<file path="config.mk">
export PLATFORM = sky130hd
export DESIGN_NAME = qs_top
export DESIGN_NICKNAME = d
export VERILOG_FILES = /design/src/qs_pkg.sv /design/src/qs_bank.sv /design/src/qs_dequeue.sv /design/src/qs_enqueue.sv /design/src/qs_sort.sv /design/src/qs_top.sv
export SDC_FILE = /design/constraint.sdc
export NUM_CORES = 1
export LEC_CHECK = 0
export BUFFER_PORTS_ARGS = -buffer_cell sky130_fd_sc_hd__buf_2
export CAP_MARGIN = 5
export CORE_ASPECT_RATIO = 2
export CORE_MARGIN = 5
export CORE_UTILIZATION = 45
export CTS_BUF_LIST = sky130_fd_sc_hd__clkbuf_8 sky130_fd_sc_hd__clkbuf_16
export DETAILED_ROUTE_END_ITERATION = 12
export PLACE_DENSITY = 0.68
export SYNTH_ARGS = -nofsm -noshare
export SYNTH_HDL_FRONTEND = slang
export SYNTH_HIERARCHICAL = 1
export SYNTH_SLANG_ARGS = --single-unit
</file>
<file path="constraint.sdc">
create_clock -name clk -period 7.5 [get_ports clk]
set_input_delay 1.5 -clock clk [delete_from_list [all_inputs] [get_ports clk]]
set_output_delay 1.5 -clock clk [all_outputs]
set_load 0.05 [all_outputs]
</file>
<file path="src/qs_pkg.sv">
// Banked packet sorter shared definitions
// Sizes, vector types and the bank lifecycle encoding used by every block
`default_nettype none

package qs_pkg;

  // Bank depth, also the largest packet kept
  localparam int N_WORDS = 16;
  // Width of one data word
  localparam int WORD_W = 16;
  // Number of banks in rotation
  localparam int BANKS_N = 2;

  // Derived widths
  localparam int ADDR_W = $clog2(N_WORDS);
  // Bank index keeps at least one bit
  localparam int BANK_W = (BANKS_N > 1) ? $clog2(BANKS_N) : 1;

  typedef logic [WORD_W-1:0] word_t;
  typedef logic [ADDR_W-1:0] addr_t;
  typedef logic [BANK_W-1:0] bank_id_t;

  // Bank lifecycle
  typedef enum logic [2:0] {
    BANK_IDLE      = 3'd0,
    BANK_LOADING   = 3'd1,
    BANK_READY     = 3'd2,
    BANK_SORTING   = 3'd3,
    BANK_SORTED    = 3'd4,
    BANK_UNLOADING = 3'd5
  } bank_status_t;

  // Round-robin successor of a bank index
  function automatic bank_id_t next_bank(bank_id_t id);
    return (id == bank_id_t'(BANKS_N - 1)) ? '0 : bank_id_t'(id + 1'b1);
  endfunction

endpackage

`default_nettype wire

</file>
<file path="src/qs_bank.sv">
// Sorter bank
// Single-port word memory plus its lifecycle state, stored length and
// error flag. The lifecycle state picks which controller owns the port
`timescale 1ns/1ns
`default_nettype none

module qs_bank #(
  parameter int BANK_ID = 0
) (
  input  wire logic                  clk,
  input  wire logic                  rst,
  // Enqueue client
  input  wire qs_pkg::bank_id_t      enq_bank,
  input  wire logic                  enq_en,
  input  wire qs_pkg::addr_t         enq_addr,
  input  wire qs_pkg::word_t         enq_din,
  input  wire logic                  load_start,
  input  wire logic                  load_done,
  input  wire qs_pkg::addr_t         load_last,
  input  wire logic                  load_ovf,
  // Sort client
  input  wire qs_pkg::bank_id_t      sort_bank,
  input  wire logic                  sort_en,
  input  wire logic                  sort_wen,
  input  wire qs_pkg::addr_t         sort_addr,
  input  wire qs_pkg::word_t         sort_din,
  input  wire logic                  sort_start,
  input  wire logic                  sort_done,
  // Dequeue client
  input  wire qs_pkg::bank_id_t      deq_bank,
  input  wire logic                  deq_en,
  input  wire qs_pkg::addr_t         deq_addr,
  input  wire logic                  unload_start,
  input  wire logic                  unload_done,
  output qs_pkg::bank_status_t       status,
  output qs_pkg::addr_t              last,
  output logic                       err,
  output qs_pkg::word_t              dout
);

  localparam qs_pkg::bank_id_t ID = qs_pkg::bank_id_t'(BANK_ID);

  qs_pkg::word_t mem [qs_pkg::N_WORDS];
  logic          enq_hit;
  logic          sort_hit;
  logic          deq_hit;
  logic          close_hit;
  logic          mem_en;
  logic          mem_wen;
  qs_pkg::addr_t mem_addr;
  qs_pkg::word_t mem_din;

  // Which clients point here
  assign enq_hit  = (enq_bank == ID);
  assign sort_hit = (sort_bank == ID);
  assign deq_hit  = (deq_bank == ID);

  // Packet close while enqueue owns the bank
  assign close_hit = load_done & enq_hit &
                     ((status == qs_pkg::BANK_IDLE) | (status == qs_pkg::BANK_LOADING));

  // Port owner follows lifecycle
  always_comb begin
    mem_en   = 1'b0;
    mem_wen  = 1'b0;
    mem_addr = enq_addr;
    mem_din  = enq_din;
    case (status)
      qs_pkg::BANK_IDLE, qs_pkg::BANK_LOADING: begin
        // Enqueue only ever writes
        mem_en  = enq_en & enq_hit;
        mem_wen = 1'b1;
      end
      qs_pkg::BANK_READY, qs_pkg::BANK_SORTING: begin
        mem_en   = sort_en & sort_hit;
        mem_wen  = sort_wen;
        mem_addr = sort_addr;
        mem_din  = sort_din;
      end
      default: begin
        // Dequeue only ever reads
        mem_en   = deq_en & deq_hit;
        mem_addr = deq_addr;
      end
    endcase
  end

  // Lifecycle, one step per matching pulse
  always_ff @(posedge clk) begin
    if (rst) begin
      status <= qs_pkg::BANK_IDLE;
      err    <= 1'b0;
    end else begin
      case (status)
        qs_pkg::BANK_IDLE:
          if (load_start && enq_hit) begin
            // Single-beat packet closes on its opening beat
            status <= load_done ? qs_pkg::BANK_READY : qs_pkg::BANK_LOADING;
          end
        qs_pkg::BANK_LOADING:
          if (load_done && enq_hit) status <= qs_pkg::BANK_READY;
        qs_pkg::BANK_READY:
          if (sort_start && sort_hit) begin
            status <= sort_done ? qs_pkg::BANK_SORTED : qs_pkg::BANK_SORTING;
          end
        qs_pkg::BANK_SORTING:
          if (sort_done && sort_hit) status <= qs_pkg::BANK_SORTED;
        qs_pkg::BANK_SORTED:
          if (unload_start && deq_hit) begin
            status <= unload_done ? qs_pkg::BANK_IDLE : qs_pkg::BANK_UNLOADING;
          end
        qs_pkg::BANK_UNLOADING:
          if (unload_done && deq_hit) status <= qs_pkg::BANK_IDLE;
        default:
          status <= qs_pkg::BANK_IDLE;
      endcase
      // Overflow marks the whole packet
      if (close_hit) err <= load_ovf;
    end
  end

  // Stored length of current packet
  always_ff @(posedge clk) begin
    if (close_hit) last <= load_last;
  end

  // Single port, read data one cycle after enable
  always_ff @(posedge clk) begin
    if (mem_en) begin
      if (mem_wen) begin
        mem[mem_addr] <= mem_din;
      end else begin
        dout <= mem[mem_addr];
      end
    end
  end

endmodule

`default_nettype wire

</file>
<file path="src/qs_dequeue.sv">
// Dequeue controller
// Drains sorted banks in round-robin order. Each read carries its
// framing one stage, then the output registers take the bank data
`timescale 1ns/1ns
`default_nettype none

module qs_dequeue (
  input  wire logic                                         clk,
  input  wire logic                                         rst,
  input  wire qs_pkg::bank_status_t [qs_pkg::BANKS_N-1:0]   bank_status,
  input  wire qs_pkg::addr_t [qs_pkg::BANKS_N-1:0]          bank_last,
  input  wire logic [qs_pkg::BANKS_N-1:0]                   bank_err,
  input  wire qs_pkg::word_t [qs_pkg::BANKS_N-1:0]          bank_dout,
  output qs_pkg::bank_id_t                                  deq_bank,
  output logic                                              deq_en,
  output qs_pkg::addr_t                                     deq_addr,
  output logic                                              unload_start,
  output logic                                              unload_done,
  output logic                                              out_vld,
  output logic                                              out_sop,
  output logic                                              out_eop,
  output logic                                              out_err,
  output qs_pkg::word_t                                     out_dat
);

  typedef enum logic {
    DEQ_IDLE,
    DEQ_EMIT
  } deq_state_t;

  deq_state_t       state;
  qs_pkg::bank_id_t bank;
  qs_pkg::addr_t    idx;
  logic             last_rd;
  // Read stage framing
  logic             s1_vld;
  logic             s1_sop;
  logic             s1_eop;
  logic             s1_err;
  qs_pkg::bank_id_t s1_bank;

  // Open a packet as soon as its bank is sorted
  assign unload_start = (state == DEQ_IDLE) &&
                        (bank_status[bank] == qs_pkg::BANK_SORTED);

  // One read per cycle until the last stored word
  assign deq_bank    = bank;
  assign deq_en      = unload_start | (state == DEQ_EMIT);
  assign deq_addr    = idx;
  assign last_rd     = deq_en && (idx == bank_last[bank]);
  assign unload_done = last_rd;

  always_ff @(posedge clk) begin
    if (rst) begin
      state   <= DEQ_IDLE;
      bank    <= '0;
      idx     <= '0;
      s1_vld  <= 1'b0;
      out_vld <= 1'b0;
    end else begin
      s1_vld  <= deq_en;
      out_vld <= s1_vld;
      if (deq_en) begin
        if (last_rd) begin
          state <= DEQ_IDLE;
          bank  <= qs_pkg::next_bank(bank);
          idx   <= '0;
        end else begin
          state <= DEQ_EMIT;
          idx   <= idx + 1'b1;
        end
      end
    end
  end

  // Framing travels with the read
  always_ff @(posedge clk) begin
    if (deq_en) begin
      s1_sop  <= unload_start;
      s1_eop  <= last_rd;
      s1_err  <= bank_err[bank];
      s1_bank <= bank;
    end
  end

  // Output beat with the returned word
  always_ff @(posedge clk) begin
    if (s1_vld) begin
      out_sop <= s1_sop;
      out_eop <= s1_eop;
      out_err <= s1_err;
      out_dat <= bank_dout[s1_bank];
    end
  end

endmodule

`default_nettype wire

</file>
<file path="src/qs_enqueue.sv">
// Enqueue controller
// Loads input packets into the banks in round-robin order. Words beyond
// the bank depth are accepted but dropped, and the packet is flagged
`timescale 1ns/1ns
`default_nettype none

module qs_enqueue (
  input  wire logic                                         clk,
  input  wire logic                                         rst,
  input  wire logic                                         in_vld,
  input  wire logic                                         in_sop,
  input  wire logic                                         in_eop,
  input  wire qs_pkg::word_t                                in_dat,
  input  wire qs_pkg::bank_status_t [qs_pkg::BANKS_N-1:0]   bank_status,
  output logic                                              in_rdy,
  output qs_pkg::bank_id_t                                  enq_bank,
  output logic                                              enq_en,
  output qs_pkg::addr_t                                     enq_addr,
  output qs_pkg::word_t                                     enq_din,
  output logic                                              load_start,
  output logic                                              load_done,
  output qs_pkg::addr_t                                     load_last,
  output logic                                              load_ovf
);

  typedef enum logic {
    ENQ_IDLE,
    ENQ_LOAD
  } enq_state_t;

  enq_state_t           state;
  qs_pkg::bank_id_t     bank;
  qs_pkg::addr_t        cnt;
  logic                 full;
  qs_pkg::bank_status_t cur_status;
  logic                 accept;
  logic                 active;

  // Status of the bank being filled
  assign cur_status = bank_status[bank];

  // Idle bank when waiting, own loading bank mid-packet
  assign in_rdy = (state == ENQ_IDLE) ? (cur_status == qs_pkg::BANK_IDLE)
                                      : (cur_status == qs_pkg::BANK_LOADING);
  assign accept = in_vld & in_rdy;

  // Stray beats outside a packet are swallowed
  assign load_start = accept & in_sop & (state == ENQ_IDLE);
  assign active     = load_start | (accept & (state == ENQ_LOAD));

  // Write straight from the beat, nothing past the last slot
  assign enq_bank = bank;
  assign enq_en   = active & ~full;
  assign enq_addr = cnt;
  assign enq_din  = in_dat;

  // Close reports last stored slot
  assign load_done = active & in_eop;
  assign load_last = full ? qs_pkg::addr_t'(qs_pkg::N_WORDS - 1) : cnt;
  // Any beat seen once full is an overflow beat
  assign load_ovf  = full;

  always_ff @(posedge clk) begin
    if (rst) begin
      state <= ENQ_IDLE;
      bank  <= '0;
      cnt   <= '0;
      full  <= 1'b0;
    end else if (active) begin
      if (in_eop) begin
        // Packet closed, hand over to next bank
        state <= ENQ_IDLE;
        bank  <= qs_pkg::next_bank(bank);
        cnt   <= '0;
        full  <= 1'b0;
      end else begin
        state <= ENQ_LOAD;
        if (!full) begin
          cnt <= cnt + 1'b1;
          // Last slot just written
          if (cnt == qs_pkg::addr_t'(qs_pkg::N_WORDS - 1)) begin
            full <= 1'b1;
          end
        end
      end
    end
  end

endmodule

`default_nettype wire

</file>
<file path="src/qs_sort.sv">
// Sort engine
// Claims each ready bank in turn and sorts it in place into ascending
// order with repeated passes of neighbor swaps through the bank port.
// The larger word of each pair is carried into the next compare
`timescale 1ns/1ns
`default_nettype none

module qs_sort (
  input  wire logic                                         clk,
  input  wire logic                                         rst,
  input  wire qs_pkg::bank_status_t [qs_pkg::BANKS_N-1:0]   bank_status,
  input  wire qs_pkg::addr_t [qs_pkg::BANKS_N-1:0]          bank_last,
  input  wire qs_pkg::word_t [qs_pkg::BANKS_N-1:0]          bank_dout,
  output qs_pkg::bank_id_t                                  sort_bank,
  output logic                                              sort_en,
  output logic                                              sort_wen,
  output qs_pkg::addr_t                                     sort_addr,
  output qs_pkg::word_t                                     sort_din,
  output logic                                              sort_start,
  output logic                                              sort_done
);

  typedef enum logic [2:0] {
    SRT_IDLE,
    SRT_RD0,
    SRT_RD1,
    SRT_CMP,
    SRT_WR1
  } sort_state_t;

  sort_state_t      state;
  qs_pkg::bank_id_t bank;
  // First address of the current pair
  qs_pkg::addr_t    idx;
  qs_pkg::addr_t    idx_nxt;
  logic             swapped;
  // Word held for slot idx
  qs_pkg::word_t    a_r;
  qs_pkg::word_t    b;
  logic             swap;
  logic             pass_end;

  assign b        = bank_dout[bank];
  assign idx_nxt  = idx + 1'b1;
  assign pass_end = (idx_nxt == bank_last[bank]);
  // Pair out of order
  assign swap     = (state == SRT_CMP) && (a_r > b);

  assign sort_bank = bank;

  always_comb begin
    sort_en    = 1'b0;
    sort_wen   = 1'b0;
    sort_addr  = idx;
    sort_din   = b;
    sort_start = 1'b0;
    sort_done  = 1'b0;
    case (state)
      SRT_IDLE:
        if (bank_status[bank] == qs_pkg::BANK_READY) begin
          sort_start = 1'b1;
          // One word is already sorted
          sort_done  = (bank_last[bank] == '0);
        end
      SRT_RD0: begin
        sort_en   = 1'b1;
        sort_addr = '0;
      end
      SRT_RD1: begin
        sort_en   = 1'b1;
        sort_addr = idx_nxt;
      end
      SRT_CMP:
        if (swap) begin
          // Smaller word down to idx
          sort_en  = 1'b1;
          sort_wen = 1'b1;
        end else if (pass_end && !swapped) begin
          sort_done = 1'b1;
        end
      SRT_WR1: begin
        // Larger word up to idx+1
        sort_en   = 1'b1;
        sort_wen  = 1'b1;
        sort_addr = idx_nxt;
        sort_din  = a_r;
      end
      default: ;
    endcase
  end

  always_ff @(posedge clk) begin
    if (rst) begin
      state   <= SRT_IDLE;
      bank    <= '0;
      idx     <= '0;
      swapped <= 1'b0;
    end else begin
      case (state)
        SRT_IDLE:
          if (sort_start) begin
            if (sort_done) begin
              bank <= qs_pkg::next_bank(bank);
            end else begin
              state   <= SRT_RD0;
              idx     <= '0;
              swapped <= 1'b0;
            end
          end
        SRT_RD0: state <= SRT_RD1;
        SRT_RD1: state <= SRT_CMP;
        SRT_CMP, SRT_WR1:
          if (swap) begin
            swapped <= 1'b1;
            state   <= SRT_WR1;
          end else if (sort_done) begin
            // Clean pass, bank finished
            state <= SRT_IDLE;
            bank  <= qs_pkg::next_bank(bank);
          end else if (pass_end) begin
            // Another pass needed
            state   <= SRT_RD0;
            idx     <= '0;
            swapped <= 1'b0;
          end else begin
            state <= SRT_RD1;
            idx   <= idx_nxt;
          end
        default: state <= SRT_IDLE;
      endcase
    end
  end

  // Held word tracks the larger of each pair
  always_ff @(posedge clk) begin
    if (state == SRT_RD1 && idx == '0) begin
      // Word 0 returns at pass start
      a_r <= b;
    end else if (state == SRT_CMP && !swap) begin
      a_r <= b;
    end
  end

endmodule

`default_nettype wire

</file>
<file path="src/qs_top.sv">
// Banked packet sorter top level
// Enqueue, sort and dequeue controllers around a ring of bank memories
`timescale 1ns/1ns
`default_nettype none

module qs_top (
  input  wire logic           clk,
  input  wire logic           rst,
  input  wire logic           in_vld,
  input  wire logic           in_sop,
  input  wire logic           in_eop,
  input  wire qs_pkg::word_t  in_dat,
  output logic                in_rdy,
  output logic                out_vld,
  output logic                out_sop,
  output logic                out_eop,
  output logic                out_err,
  output qs_pkg::word_t       out_dat
);

  // Enqueue side
  qs_pkg::bank_id_t enq_bank;
  logic             enq_en;
  qs_pkg::addr_t    enq_addr;
  qs_pkg::word_t    enq_din;
  logic             load_start;
  logic             load_done;
  qs_pkg::addr_t    load_last;
  logic             load_ovf;

  // Sort side
  qs_pkg::bank_id_t sort_bank;
  logic             sort_en;
  logic             sort_wen;
  qs_pkg::addr_t    sort_addr;
  qs_pkg::word_t    sort_din;
  logic             sort_start;
  logic             sort_done;

  // Dequeue side
  qs_pkg::bank_id_t deq_bank;
  logic             deq_en;
  qs_pkg::addr_t    deq_addr;
  logic             unload_start;
  logic             unload_done;

  // Per-bank returns
  qs_pkg::bank_status_t [qs_pkg::BANKS_N-1:0] bank_status;
  qs_pkg::addr_t [qs_pkg::BANKS_N-1:0]        bank_last;
  logic [qs_pkg::BANKS_N-1:0]                 bank_err;
  qs_pkg::word_t [qs_pkg::BANKS_N-1:0]        bank_dout;

  qs_enqueue u_enqueue (
    .clk         (clk),
    .rst         (rst),
    .in_vld      (in_vld),
    .in_sop      (in_sop),
    .in_eop      (in_eop),
    .in_dat      (in_dat),
    .bank_status (bank_status),
    .in_rdy      (in_rdy),
    .enq_bank    (enq_bank),
    .enq_en      (enq_en),
    .enq_addr    (enq_addr),
    .enq_din     (enq_din),
    .load_start  (load_start),
    .load_done   (load_done),
    .load_last   (load_last),
    .load_ovf    (load_ovf)
  );

  qs_sort u_sort (
    .clk         (clk),
    .rst         (rst),
    .bank_status (bank_status),
    .bank_last   (bank_last),
    .bank_dout   (bank_dout),
    .sort_bank   (sort_bank),
    .sort_en     (sort_en),
    .sort_wen    (sort_wen),
    .sort_addr   (sort_addr),
    .sort_din    (sort_din),
    .sort_start  (sort_start),
    .sort_done   (sort_done)
  );

  qs_dequeue u_dequeue (
    .clk          (clk),
    .rst          (rst),
    .bank_status  (bank_status),
    .bank_last    (bank_last),
    .bank_err     (bank_err),
    .bank_dout    (bank_dout),
    .deq_bank     (deq_bank),
    .deq_en       (deq_en),
    .deq_addr     (deq_addr),
    .unload_start (unload_start),
    .unload_done  (unload_done),
    .out_vld      (out_vld),
    .out_sop      (out_sop),
    .out_eop      (out_eop),
    .out_err      (out_err),
    .out_dat      (out_dat)
  );

  // Bank ring, each bank decodes its own index
  for (genvar g = 0; g < qs_pkg::BANKS_N; g++) begin : g_bank
    qs_bank #(
      .BANK_ID (g)
    ) u_bank (
      .clk          (clk),
      .rst          (rst),
      .enq_bank     (enq_bank),
      .enq_en       (enq_en),
      .enq_addr     (enq_addr),
      .enq_din      (enq_din),
      .load_start   (load_start),
      .load_done    (load_done),
      .load_last    (load_last),
      .load_ovf     (load_ovf),
      .sort_bank    (sort_bank),
      .sort_en      (sort_en),
      .sort_wen     (sort_wen),
      .sort_addr    (sort_addr),
      .sort_din     (sort_din),
      .sort_start   (sort_start),
      .sort_done    (sort_done),
      .deq_bank     (deq_bank),
      .deq_en       (deq_en),
      .deq_addr     (deq_addr),
      .unload_start (unload_start),
      .unload_done  (unload_done),
      .status       (bank_status[g]),
      .last         (bank_last[g]),
      .err          (bank_err[g]),
      .dout         (bank_dout[g])
    );
  end

endmodule

`default_nettype wire

</file>
==> results.sh, run 1 <==
export IMPL_cts_buffers=50
export IMPL_layout_common_cells="edfxtp_1, nand2_1, a21oi_1"
export IMPL_die_area_um2=66200
export IMPL_hold_violations=0
export IMPL_holdPathEnd="u_dequeue/out_eop$_DFFE_PP_"
export IMPL_vias=17461
export IMPL_grt_pass1_vias=17320
export IMPL_ys_seq_area_frac=0.671
export IMPL_cts_root_buffer="clkbuf_16"
export IMPL_finalWeightedCongestion=0.915
export IMPL_clockBufferDepth=3
export IMPL_fmax_mhz=170
export IMPL_via_per_inst=6.04
export IMPL_synth_ff_type="edfxtp_1"
export IMPL_fillers=5160
export IMPL_slew_violations=0
export IMPL_hpwl_um=52800
export IMPL_drt_iter0_markers=1744
export IMPL_avgSynthCellArea_um2=13.2
export IMPL_track_usage=0.222
export IMPL_arrival_ns=6.10
export IMPL_synth_area_leaders="edfxtp_1, nand2_1, a21oi_1"
export IMPL_ys_types=84
export IMPL_yosysTopAreaCell="edfxtp_1"
export IMPL_syn_nets=2117
export IMPL_antenna_found_initial=7
export IMPL_drv_cap=0
export IMPL_critPathCaptureType="flop"
export IMPL_gr_usage_met1=0.230
export IMPL_clock_latency_ns=0.61
export IMPL_wl_per_cell_um=26.0
export IMPL_die_w_um=184
export IMPL_worst_r2r_endpoint="g_bank[0].u_bank/mem[2][13]$_DFFE_PP_"
export IMPL_rows=128
export IMPL_reg2reg_slack_ns=1.62
export IMPL_worst_slew_pin_slew_ns=1.25
export IMPL_worstHoldStart="u_dequeue/s1_eop$_DFFE_PP_"
export IMPL_initial_core_util=0.451
export IMPL_startpoint_type="flop"
export IMPL_finalSetupViolCount=0
export IMPL_grt_first_pass_wirelength_um=110000
export IMPL_busiest_layer="met2"
export IMPL_yosysTopAreaCellShare=0.648
export IMPL_layout_area_overhead_vs_synth_pct=9.00
export IMPL_ys_warn_count=6
export IMPL_portBuffers=41
export IMPL_synth_edf_count=591
export IMPL_fp_dieH_um=359
export IMPL_ant_nets=0
export IMPL_final_cell_area_um2=29900
export IMPL_cts_hold_buf=0
export IMPL_first_pass_iters=6
export IMPL_clkTransAtPathRegs_ns=0.07
export IMPL_drc_errors=0
export IMPL_postRouteWirelength_um=75100
export IMPL_synthArstFlopShare=0
export IMPL_cp_data_required_time_ns=7.72
export IMPL_finalCritPeriodShare=0.785
export IMPL_dp_cells=2793
export IMPL_post_cts_buffers=0
export IMPL_ys_ff_latch=623
export IMPL_drive_gt1_frac=0.130
export IMPL_cts_resized=0
export IMPL_power_w=0.00841
export IMPL_pin_count=42
export IMPL_min_period_ns=5.88
export IMPL_cts_htree_levels=2
export IMPL_post_dp_cell_area_um2=28200
export IMPL_worst_setup_path_type="flop to flop"
export IMPL_grt_overflow_total=0
export IMPL_syn_area_um2=27400
export IMPL_holdPathStages=0
export IMPL_rr_startpoint="u_sort/sort_bank$_SDFFE_PP0P_"
export IMPL_crit_fanout=16
export IMPL_grtUsageMet2=0.400
export IMPL_crit_start="u_sort/sort_bank$_SDFFE_PP0P_"
export IMPL_rr_worst_depth=12
export IMPL_hold_path_class="flop to flop"
export IMPL_cts_tree="built"
export IMPL_status="complete, no violations"
export IMPL_setup_tns_ns=0
export IMPL_leakage_nw=9.83
export IMPL_coreArea_um2=60700
export IMPL_peakVddDrop_v=0.000153
export IMPL_finalClockSkew_ns=0.0284
export IMPL_finalNetCount=2106
export IMPL_grt_setup_unrepaired="false"
export IMPL_final_common_cell="edfxtp_1"
export IMPL_cts_sinks=623
export IMPL_grt_util_met3=0.0273
export IMPL_power_density_nw_per_um2=282
export IMPL_final_cell_count_no_fill=2893
export IMPL_grt_max_degree=93
export IMPL_synth_cells=2076
export IMPL_relSlewSlack=0.166
report_power, final:
group          leakage, nW  internal (W)  switching (W)
Clock                0.825       0.00146        0.00123
Sequential            5.58       0.00399      0.0000876
Combinational         3.42      0.000465        0.00118
Total                 9.83       0.00592        0.00249
metrics by stage:
step,setup slack (ns),utilization,hold slack [ns]
after floorplan,2.24,-,0.400
after global placement,1.75,0.464,0.403
after detailed placement,1.69,0.464,0.412
after CTS,1.66,0.492,0.430
after global routing,1.38,0.492,0.443
final,1.62,0.492,0.428
flip-flops by register name, indices dropped and copies added (netlist names), 2 cells and up:
| name | count |
|---|---|
| g_bank.u_bank/mem | 512 |
| g_bank.u_bank/status | 6 |
| u_dequeue/deq_addr | 4 |
| g_bank.u_bank/last | 8 |
| u_dequeue/out_dat | 16 |
| u_sort/state | 3 |
| g_bank.u_bank/err | 2 |
| u_enqueue/enq_addr | 4 |
| u_sort/idx | 4 |
| u_sort/a_r | 16 |
| g_bank.u_bank/dout | 32 |
per-layer routing:
layer	vias up	part of all wire
met4	4	0.095
met3	227	0.046
met2	637	0.53
li1	7847	-
met5	-	0.00044
met1	8746	0.33
layout make-up:
| cell class | instances | area (µm²) | share of cell area |
|---|---|---|---|
| clock inverters | 40 | 332 | 0.0111 |
| multi-input cells | 1273 | 8150 | 0.273 |
| well taps | 780 | 976 | 0.0327 |
| clock buffers | 53 | 1330 | 0.0444 |
| repair buffers | 86 | 556 | 0.0186 |
| diodes | 7 | 17.5 | 0.000587 |
| inverters | 31 | 116 | 0.00390 |
| flip-flops and latches | 623 | 18400 | 0.616 |
cells by family after synthesis:
logic type,count (synthesis),synth area share
AOI/OAI and AO/OA,448,0.116
xor gates and xnor gates,11,0.00402
adders and majority gates,20,0.00913
buffers and inverters,180,0.0345
DFF,623,0.671
muxes,145,0.0575
and+or+nand+nor,649,0.108
how the worst max path moves through the flow:
stage | to | cells after the start
3_3_place_gp | g_bank[0].u_bank/mem[3][1]$_DFFE_PP_ | 12
4_1_cts | g_bank[0].u_bank/mem[2][13]$_DFFE_PP_ | 12
5_1_grt | g_bank[0].u_bank/mem[3][4]$_DFFE_PP_ | 12
3_5_place_dp | g_bank[0].u_bank/mem[2][12]$_DFFE_PP_ | 12
2_1_floorplan | g_bank[0].u_bank/mem[0][0]$_DFFE_PP_ | 15
6_report | g_bank[0].u_bank/mem[2][13]$_DFFE_PP_ | 12
Yosys cell counts, types with 4 or more instances:
cell type and instances:
o221ai_2 9, nand4_1 20, and2_1 4, nand3_1 47, nor2b_1 40, edfxtp_1 591, inv_1 29, a32oi_1 48
buf_6 11, nand2b_1 11, buf_2 57, xnor2_1 5, o21a_1 7, a21o_1 4, o21ai_0 18, ha_1 20
buf_4 31, xor2_1 5, a211oi_1 51, a22o_1 16, nor2_1 83, a31oi_1 7, mux2i_1 82, mux2_2 40
a22oi_1 17, nor3_1 15, o31ai_1 6, a21oi_1 176, nand2_1 369, buf_1 11, clkbuf_1 39, dfxtp_1 32
mux2_4 5, o211ai_1 21, mux2_1 14, or3_1 15, a32o_1 30, or2_2 7, o221ai_1 9, nor3b_1 7
critical path, cell delays in order, from the launching register on:
cell      delay [ns]
dfxtp_1         0.84
mux2i_1         0.27
ha_1            0.38
nand4_2         0.16
or4_1           0.63
o211ai_1        0.54
nand2_1         0.18
a31oi_1         0.31
nor3b_1         0.28
o21ai_0         0.22
a211oi_1        0.61
nand2_1         0.30
nor2_2          0.78
Power figures use the tool's default switching activity.
==> run 2: changes to the inputs <==
- clock period: 7.5 -> 5.9 ns (I/O delays scaled with it)
==> run 2 against run 1 <==
Effect of this change:
- via count increased by 0.41%
- sequential power increased by 27%
- clock power increased by 38%
- combinational power increased by 29%
- total power increased by 31%
- sequential share of layout area decreased by 0.70 points
- die area unchanged
- first-iteration DRC count decreased by 5.0%
- cell area increased by 1.1%
- hold slack improved by 0.0045 ns
- register-to-register slack got worse by 1.1 ns
- critical path type unchanged
- critical endpoint is now g_bank[0].u_bank/mem[5][7]$_DFFE_PP_
- largest cell class unchanged
- largest power group unchanged
==> results.sh, run 2 (synthesized netlist as in run 1, its figures left out) <==
export IMPL_status="complete, no violations"
export IMPL_pin_count=42
export IMPL_finalClockSkew_ns=0.0244
export IMPL_leakage_nw=10.0
export IMPL_rows=128
export IMPL_portBuffers=41
export IMPL_setup_tns_ns=0
export IMPL_finalWeightedCongestion=0.966
export IMPL_worst_setup_path_type="flop to flop"
export IMPL_rr_worst_depth=13
export IMPL_power_internal_w=0.00781
export IMPL_power_frac_seq=0.472
export IMPL_layout_area_overhead_vs_synth_pct=10.2
export IMPL_power_w=0.0110
export IMPL_top_regs="g_bank.u_bank/mem: 512 flops, g_bank.u_bank/dout: 32 flops"
export IMPL_fp_dieH_um=359
export IMPL_pwr_share_comb=0.192
export IMPL_cts_tree="built"
export IMPL_clock_latency_ns=0.61
export IMPL_largest_register_ffs=512
export IMPL_cts_sinks=623
export IMPL_grt_max_degree=128
export IMPL_min_period_ns=5.43
export IMPL_wl_per_cell_um=26.2
export IMPL_first_pass_iters=6
export IMPL_fmax_mhz=184
export IMPL_grt_overflow_total=0
export IMPL_arrival_ns=5.72
export IMPL_antenna_cells=0
export IMPL_vias=17533
export IMPL_crit_fanout=13
export IMPL_holdPathStages=0
export IMPL_drv_cap=0
export IMPL_die_area_um2=66200
export IMPL_worst_slew_pin_slew_ns=1.23
export IMPL_startpoint_type="flop"
export IMPL_power_density_nw_per_um2=365
export IMPL_final_common_cell="edfxtp_1"
export IMPL_p_sw_frac=0.291
export IMPL_hold_violations=0
export IMPL_hold_path_class="flop to flop"
export IMPL_finalNetCount=2132
export IMPL_coreArea_um2=60700
export IMPL_via_per_inst=6.03
export IMPL_ant_nets=0
export IMPL_fillers=5129
export IMPL_drive_gt1_frac=0.142
export IMPL_slew_violations=0
export IMPL_die_w_um=184
export IMPL_clkTransAtPathRegs_ns=0.08
export IMPL_drt_iter0_markers=1656
export IMPL_cts_htree_levels=2
export IMPL_hpwl_um=53600
export IMPL_finalSetupViolCount=0
export IMPL_drc_errors=0
export IMPL_finalCritPeriodShare=0.920
export IMPL_track_usage=0.225
export IMPL_initial_core_util=0.451
export IMPL_p_sw_w=0.00320
export IMPL_grt_setup_unrepaired="false"
export IMPL_grt_first_pass_wirelength_um=111000
export IMPL_critPathCaptureType="flop"
export IMPL_layout_common_cells="edfxtp_1, nand2_1, a21oi_1"
export IMPL_cts_root_buffer="clkbuf_16"
export IMPL_relSlewSlack=0.178
export IMPL_clock_power_share=0.336
export IMPL_cp_data_required_time_ns=6.19
export IMPL_post_cts_buffers=0
export IMPL_cts_resized=0
export IMPL_clockBufferDepth=3
export IMPL_cts_buffers=51
export IMPL_antenna_found_initial=0
export IMPL_largest_register="g_bank.u_bank/mem"
export IMPL_fin_util=0.498
export IMPL_grt_pass1_vias=17334
export IMPL_postRouteWirelength_um=76300
export IMPL_peakVddDrop_v=0.000207
export IMPL_cts_hold_buf=0
==> run 2: final cells by class <==
class / count / area, µm² / area share
Timing Repair Buffer: 111 / 756 / 0.0250
Inverter: 31 / 116 / 0.00385
Tap cell: 780 / 976 / 0.0323
Clock inverter: 41 / 544 / 0.0180
Clock buffer: 51 / 1280 / 0.0423
Multi-Input combinational cell: 1273 / 8150 / 0.270
Sequential cell: 623 / 18400 / 0.609
==> run 2: stage by stage <==
stage	hold WS, ns	cell area [µm²]	worst slack (ns)	std cells
finish	0.433	30200	0.470	2910
global route	0.436	30200	0.185	2910
CTS	0.437	30200	0.513	2910
detailed placement	0.409	28400	0.517	2818
global placement	0.403	28400	0.647	2818
floorplan	0.400	27400	0.642	2076
==> run 2: path summary, 6_finish.rpt <==
| path | start | slack, ns | end |
|---|---|---|---|
| min | u_dequeue/s1_eop$_DFFE_PP_ | 0.43 | u_dequeue/out_eop$_DFFE_PP_ |
| max reg2reg | u_sort/sort_bank$_SDFFE_PP0P_ | 0.47 | g_bank[0].u_bank/mem[5][7]$_DFFE_PP_ |
| max | u_sort/sort_bank$_SDFFE_PP0P_ | 0.47 | g_bank[0].u_bank/mem[5][7]$_DFFE_PP_ |
| min reg2reg | u_dequeue/s1_eop$_DFFE_PP_ | 0.43 | u_dequeue/out_eop$_DFFE_PP_ |
==> run 2: critical path, cell delays in order (launching register included) <==
cell	delay [ns]
dfxtp_1	0.85
mux2i_1	0.27
ha_1	0.39
nand4_2	0.14
or4_1	0.62
o211ai_1	0.54
nand2_1	0.20
a31oi_1	0.30
nor3b_1	0.28
o21ai_0	0.20
a211oi_1	0.34
nand2_1	0.20
nor2_1	0.46
buf_4	0.33
==> run 2: metal layers <==
layer	global-route usage	up-vias	share of wire	wire (µm)
met5	0	-	0	0
met4	0.166	0	0.092	7000
met3	0.0202	228	0.042	3200
met2	0.400	664	0.52	39900
met1	0.245	8754	0.34	26300
li1	-	7887	-	-
==> run 2: power groups by stage <==
stage               clock [W]  combinational (W)  sequential [W]
CTS                   0.00377            0.00209         0.00520
global placement            0            0.00205         0.00529
global route          0.00393            0.00222         0.00521
floorplan                   0            0.00138         0.00526
finish                0.00370            0.00211         0.00520
detailed placement          0            0.00208         0.00529
==> run 3: changes to the inputs <==
- CELL_PAD_IN_SITES_DETAIL_PLACEMENT: not set -> 0
- CELL_PAD_IN_SITES_GLOBAL_PLACEMENT: not set -> 2
- PLACE_DENSITY: 0.68 -> 0.83
==> run 3 against run 2 <==
Effect of this change:
- via count decreased by 2.3%
- total power down 2.2%
- hold slack worse by 0.0024 ns
- die area did not move
- maximum frequency rose by 1.9%
- largest power group unchanged
- first-iteration DRC count decreased by 14%
- register-to-register slack improved by 0.10 ns
- critical path type unchanged
- combinational power increased by 2%
- largest cell class unchanged
- flip-flop and latch count did not move
==> results.sh, run 3 (synthesized netlist as in run 1, its figures left out) <==
export IMPL_cp_top_family="simple AND/OR/NAND/NOR gates"
export IMPL_die_w_um=184
export IMPL_grt_first_pass_wirelength_um=112000
export IMPL_wl_per_cell_um=26.6
export IMPL_initial_core_util=0.451
export IMPL_power_density_nw_per_um2=359
export IMPL_clockBufferDepth=3
export IMPL_setup_tns_ns=0
export IMPL_arrival_ns=5.54
export IMPL_drc_errors=0
export IMPL_dp_worst_setup_slack_ns=0.649
export IMPL_postRouteWirelength_um=77400
export IMPL_fillers=5242
export IMPL_cts_sinks=623
export IMPL_rows=128
export IMPL_min_period_ns=5.33
export IMPL_finalCritPeriodShare=0.903
export IMPL_setup_slack_ns=0.573
export IMPL_vias=17136
export IMPL_post_cts_buffers=0
export IMPL_slew_violations=0
export IMPL_antenna_found_initial=1
export IMPL_worst_setup_path_type="flop to flop"
export IMPL_clkTransAtPathRegs_ns=0.07
export IMPL_finalNetCount=2128
export IMPL_seqCellArea_um2=18400
export IMPL_cts_hold_buf=0
export IMPL_drv_cap=0
export IMPL_fmax_mhz=188
export IMPL_worst_path_max_delay_cell="dfxtp_1"
export IMPL_grt_overflow_total=0
export IMPL_cts_resized=0
export IMPL_ant_nets=0
export IMPL_startpoint_type="flop"
export IMPL_first_pass_iters=5
export IMPL_grt_pass1_vias=17019
export IMPL_worst_slew_pin_slew_ns=1.06
export IMPL_cts_root_buffer="clkbuf_16"
export IMPL_finalClockSkew_ns=0.0362
export IMPL_relSlewSlack=0.294
export IMPL_leakage_nw=9.94
export IMPL_dp_cells=2812
export IMPL_hold_path_class="flop to flop"
export IMPL_cts_tree="built"
export IMPL_status="complete, no violations"
export IMPL_largest_register="g_bank.u_bank/mem"
export IMPL_antenna_cells=0
export IMPL_final_cell_count_no_fill=2905
export IMPL_endpoint="g_bank[0].u_bank/mem[15][1]$_DFFE_PP_"
export IMPL_pin_count=42
export IMPL_finalWeightedCongestion=0.920
export IMPL_rr_startpoint="u_sort/sort_bank$_SDFFE_PP0P_"
export IMPL_cts_buffers=53
export IMPL_rr_worst_depth=13
export IMPL_cp_common_cell="nand2_1"
export IMPL_holdPathStages=0
export IMPL_peakVddDrop_v=0.000258
export IMPL_finalSetupViolCount=0
export IMPL_final_common_cell="edfxtp_1"
export IMPL_reg2reg_slack_ns=0.57
export IMPL_layout_common_cells="edfxtp_1, nand2_1, a21oi_1"
export IMPL_largest_register_ffs=512
export IMPL_die_area_um2=66200
export IMPL_coreArea_um2=60700
export IMPL_crit_fanout=16
export IMPL_critPathCaptureType="flop"
export IMPL_track_usage=0.230
export IMPL_slowest_delay_ns=0.85
export IMPL_hpwl_um=54800
export IMPL_clock_latency_ns=0.61
export IMPL_drt_iter0_markers=1421
export IMPL_via_per_inst=5.90
export IMPL_cts_htree_levels=2
export IMPL_multi_input_area_um2=8150
export IMPL_top_regs="g_bank.u_bank/mem: 512 flops, g_bank.u_bank/dout: 32 flops"
export IMPL_grt_max_degree=115
export IMPL_worst_r2r_endpoint="g_bank[0].u_bank/mem[15][1]$_DFFE_PP_"
export IMPL_drive_gt1_frac=0.138
export IMPL_cp_cell_sequence="mux2i_1, ha_1, nand4_2, or4_1, o211ai_1, buf_4, nand3_1, nand2_1, nand2b_1, o21ai_0, a211oi_1, nand2_1, nor2_2"
export IMPL_crit_cells=13
export IMPL_worst_path_buf_inv=1
export IMPL_layout_area_overhead_vs_synth_pct=9.54
export IMPL_cp_data_required_time_ns=6.11
export IMPL_hold_violations=0
export IMPL_portBuffers=41
export IMPL_grt_setup_unrepaired="false"
export IMPL_fp_dieH_um=359
export IMPL_crit_start="u_sort/sort_bank$_SDFFE_PP0P_"
-- run 3: cell count changes in the layout (fill, tap and decap cells not counted) --
cell / before / now
clkinv_4: 4 / 3
clkinv_8: 0 / 1
nor2_1: 69 / 68
bufinv_16: 12 / 3
inv_16: 1 / 0
buf_4: 68 / 61
inv_6: 3 / 5
inv_1: 35 / 38
clkinv_1: 5 / 7
clkinvlp_4: 4 / 5
nor2_2: 16 / 17
buf_12: 2 / 3
clkbuf_16: 51 / 54
-- run 3: worst min path at each step --
stage	startpoint	to	slack, ns
final	u_dequeue/s1_sop$_DFFE_PP_	u_dequeue/out_sop$_DFFE_PP_	0.43
after global routing	u_dequeue/s1_err$_DFFE_PP_	u_dequeue/out_err$_DFFE_PP_	0.44
after CTS	u_dequeue/s1_sop$_DFFE_PP_	u_dequeue/out_sop$_DFFE_PP_	0.43
after detailed placement	u_dequeue/s1_sop$_DFFE_PP_	u_dequeue/out_sop$_DFFE_PP_	0.41
after global placement	u_dequeue/s1_eop$_DFFE_PP_	u_dequeue/out_eop$_DFFE_PP_	0.40
after floorplan	u_dequeue/s1_eop$_DFFE_PP_	u_dequeue/out_eop$_DFFE_PP_	0.40
-- run 3: where the power goes --
part / switching, W / total [W] / internal [W]
combinational: 0.00154 / 0.00216 / 0.000623
sequential: 0.000131 / 0.00521 / 0.00508
clock: 0.00160 / 0.00340 / 0.00181
-- run 3: routing by layer --
layer | up-vias | routed length (µm) | global-route usage | part of all wire
li1 | 7878 | - | - | -
met1 | 8545 | 27200 | 0.249 | 0.35
met2 | 528 | 41200 | 0.417 | 0.53
met3 | 185 | 2630 | 0.0204 | 0.034
met4 | 0 | 6340 | 0.154 | 0.082
met5 | - | 0 | 0 | 0
-- run 3: area by class of cell --
class / instances / area share
Timing Repair Buffer: 105 / 0.0241
Multi-Input combinational cell: 1273 / 0.272
Clock buffer: 54 / 0.0450
Tap cell: 780 / 0.0325
Inverter: 31 / 0.00388
Sequential cell: 623 / 0.613
Clock inverter: 39 / 0.0102
-- run 3: per-stage QoR --
step,hold slack (ns),total power (W),cell area [µm²],util
2_1_floorplan,0.400,0.00663,27400,-
3_3_place_gp,0.403,0.00745,28400,0.467
3_5_place_dp,0.412,0.00746,28400,0.467
4_1_cts,0.433,0.0108,30000,0.494
5_1_grt,0.438,0.0112,30000,0.494
6_report,0.430,0.0108,30000,0.494
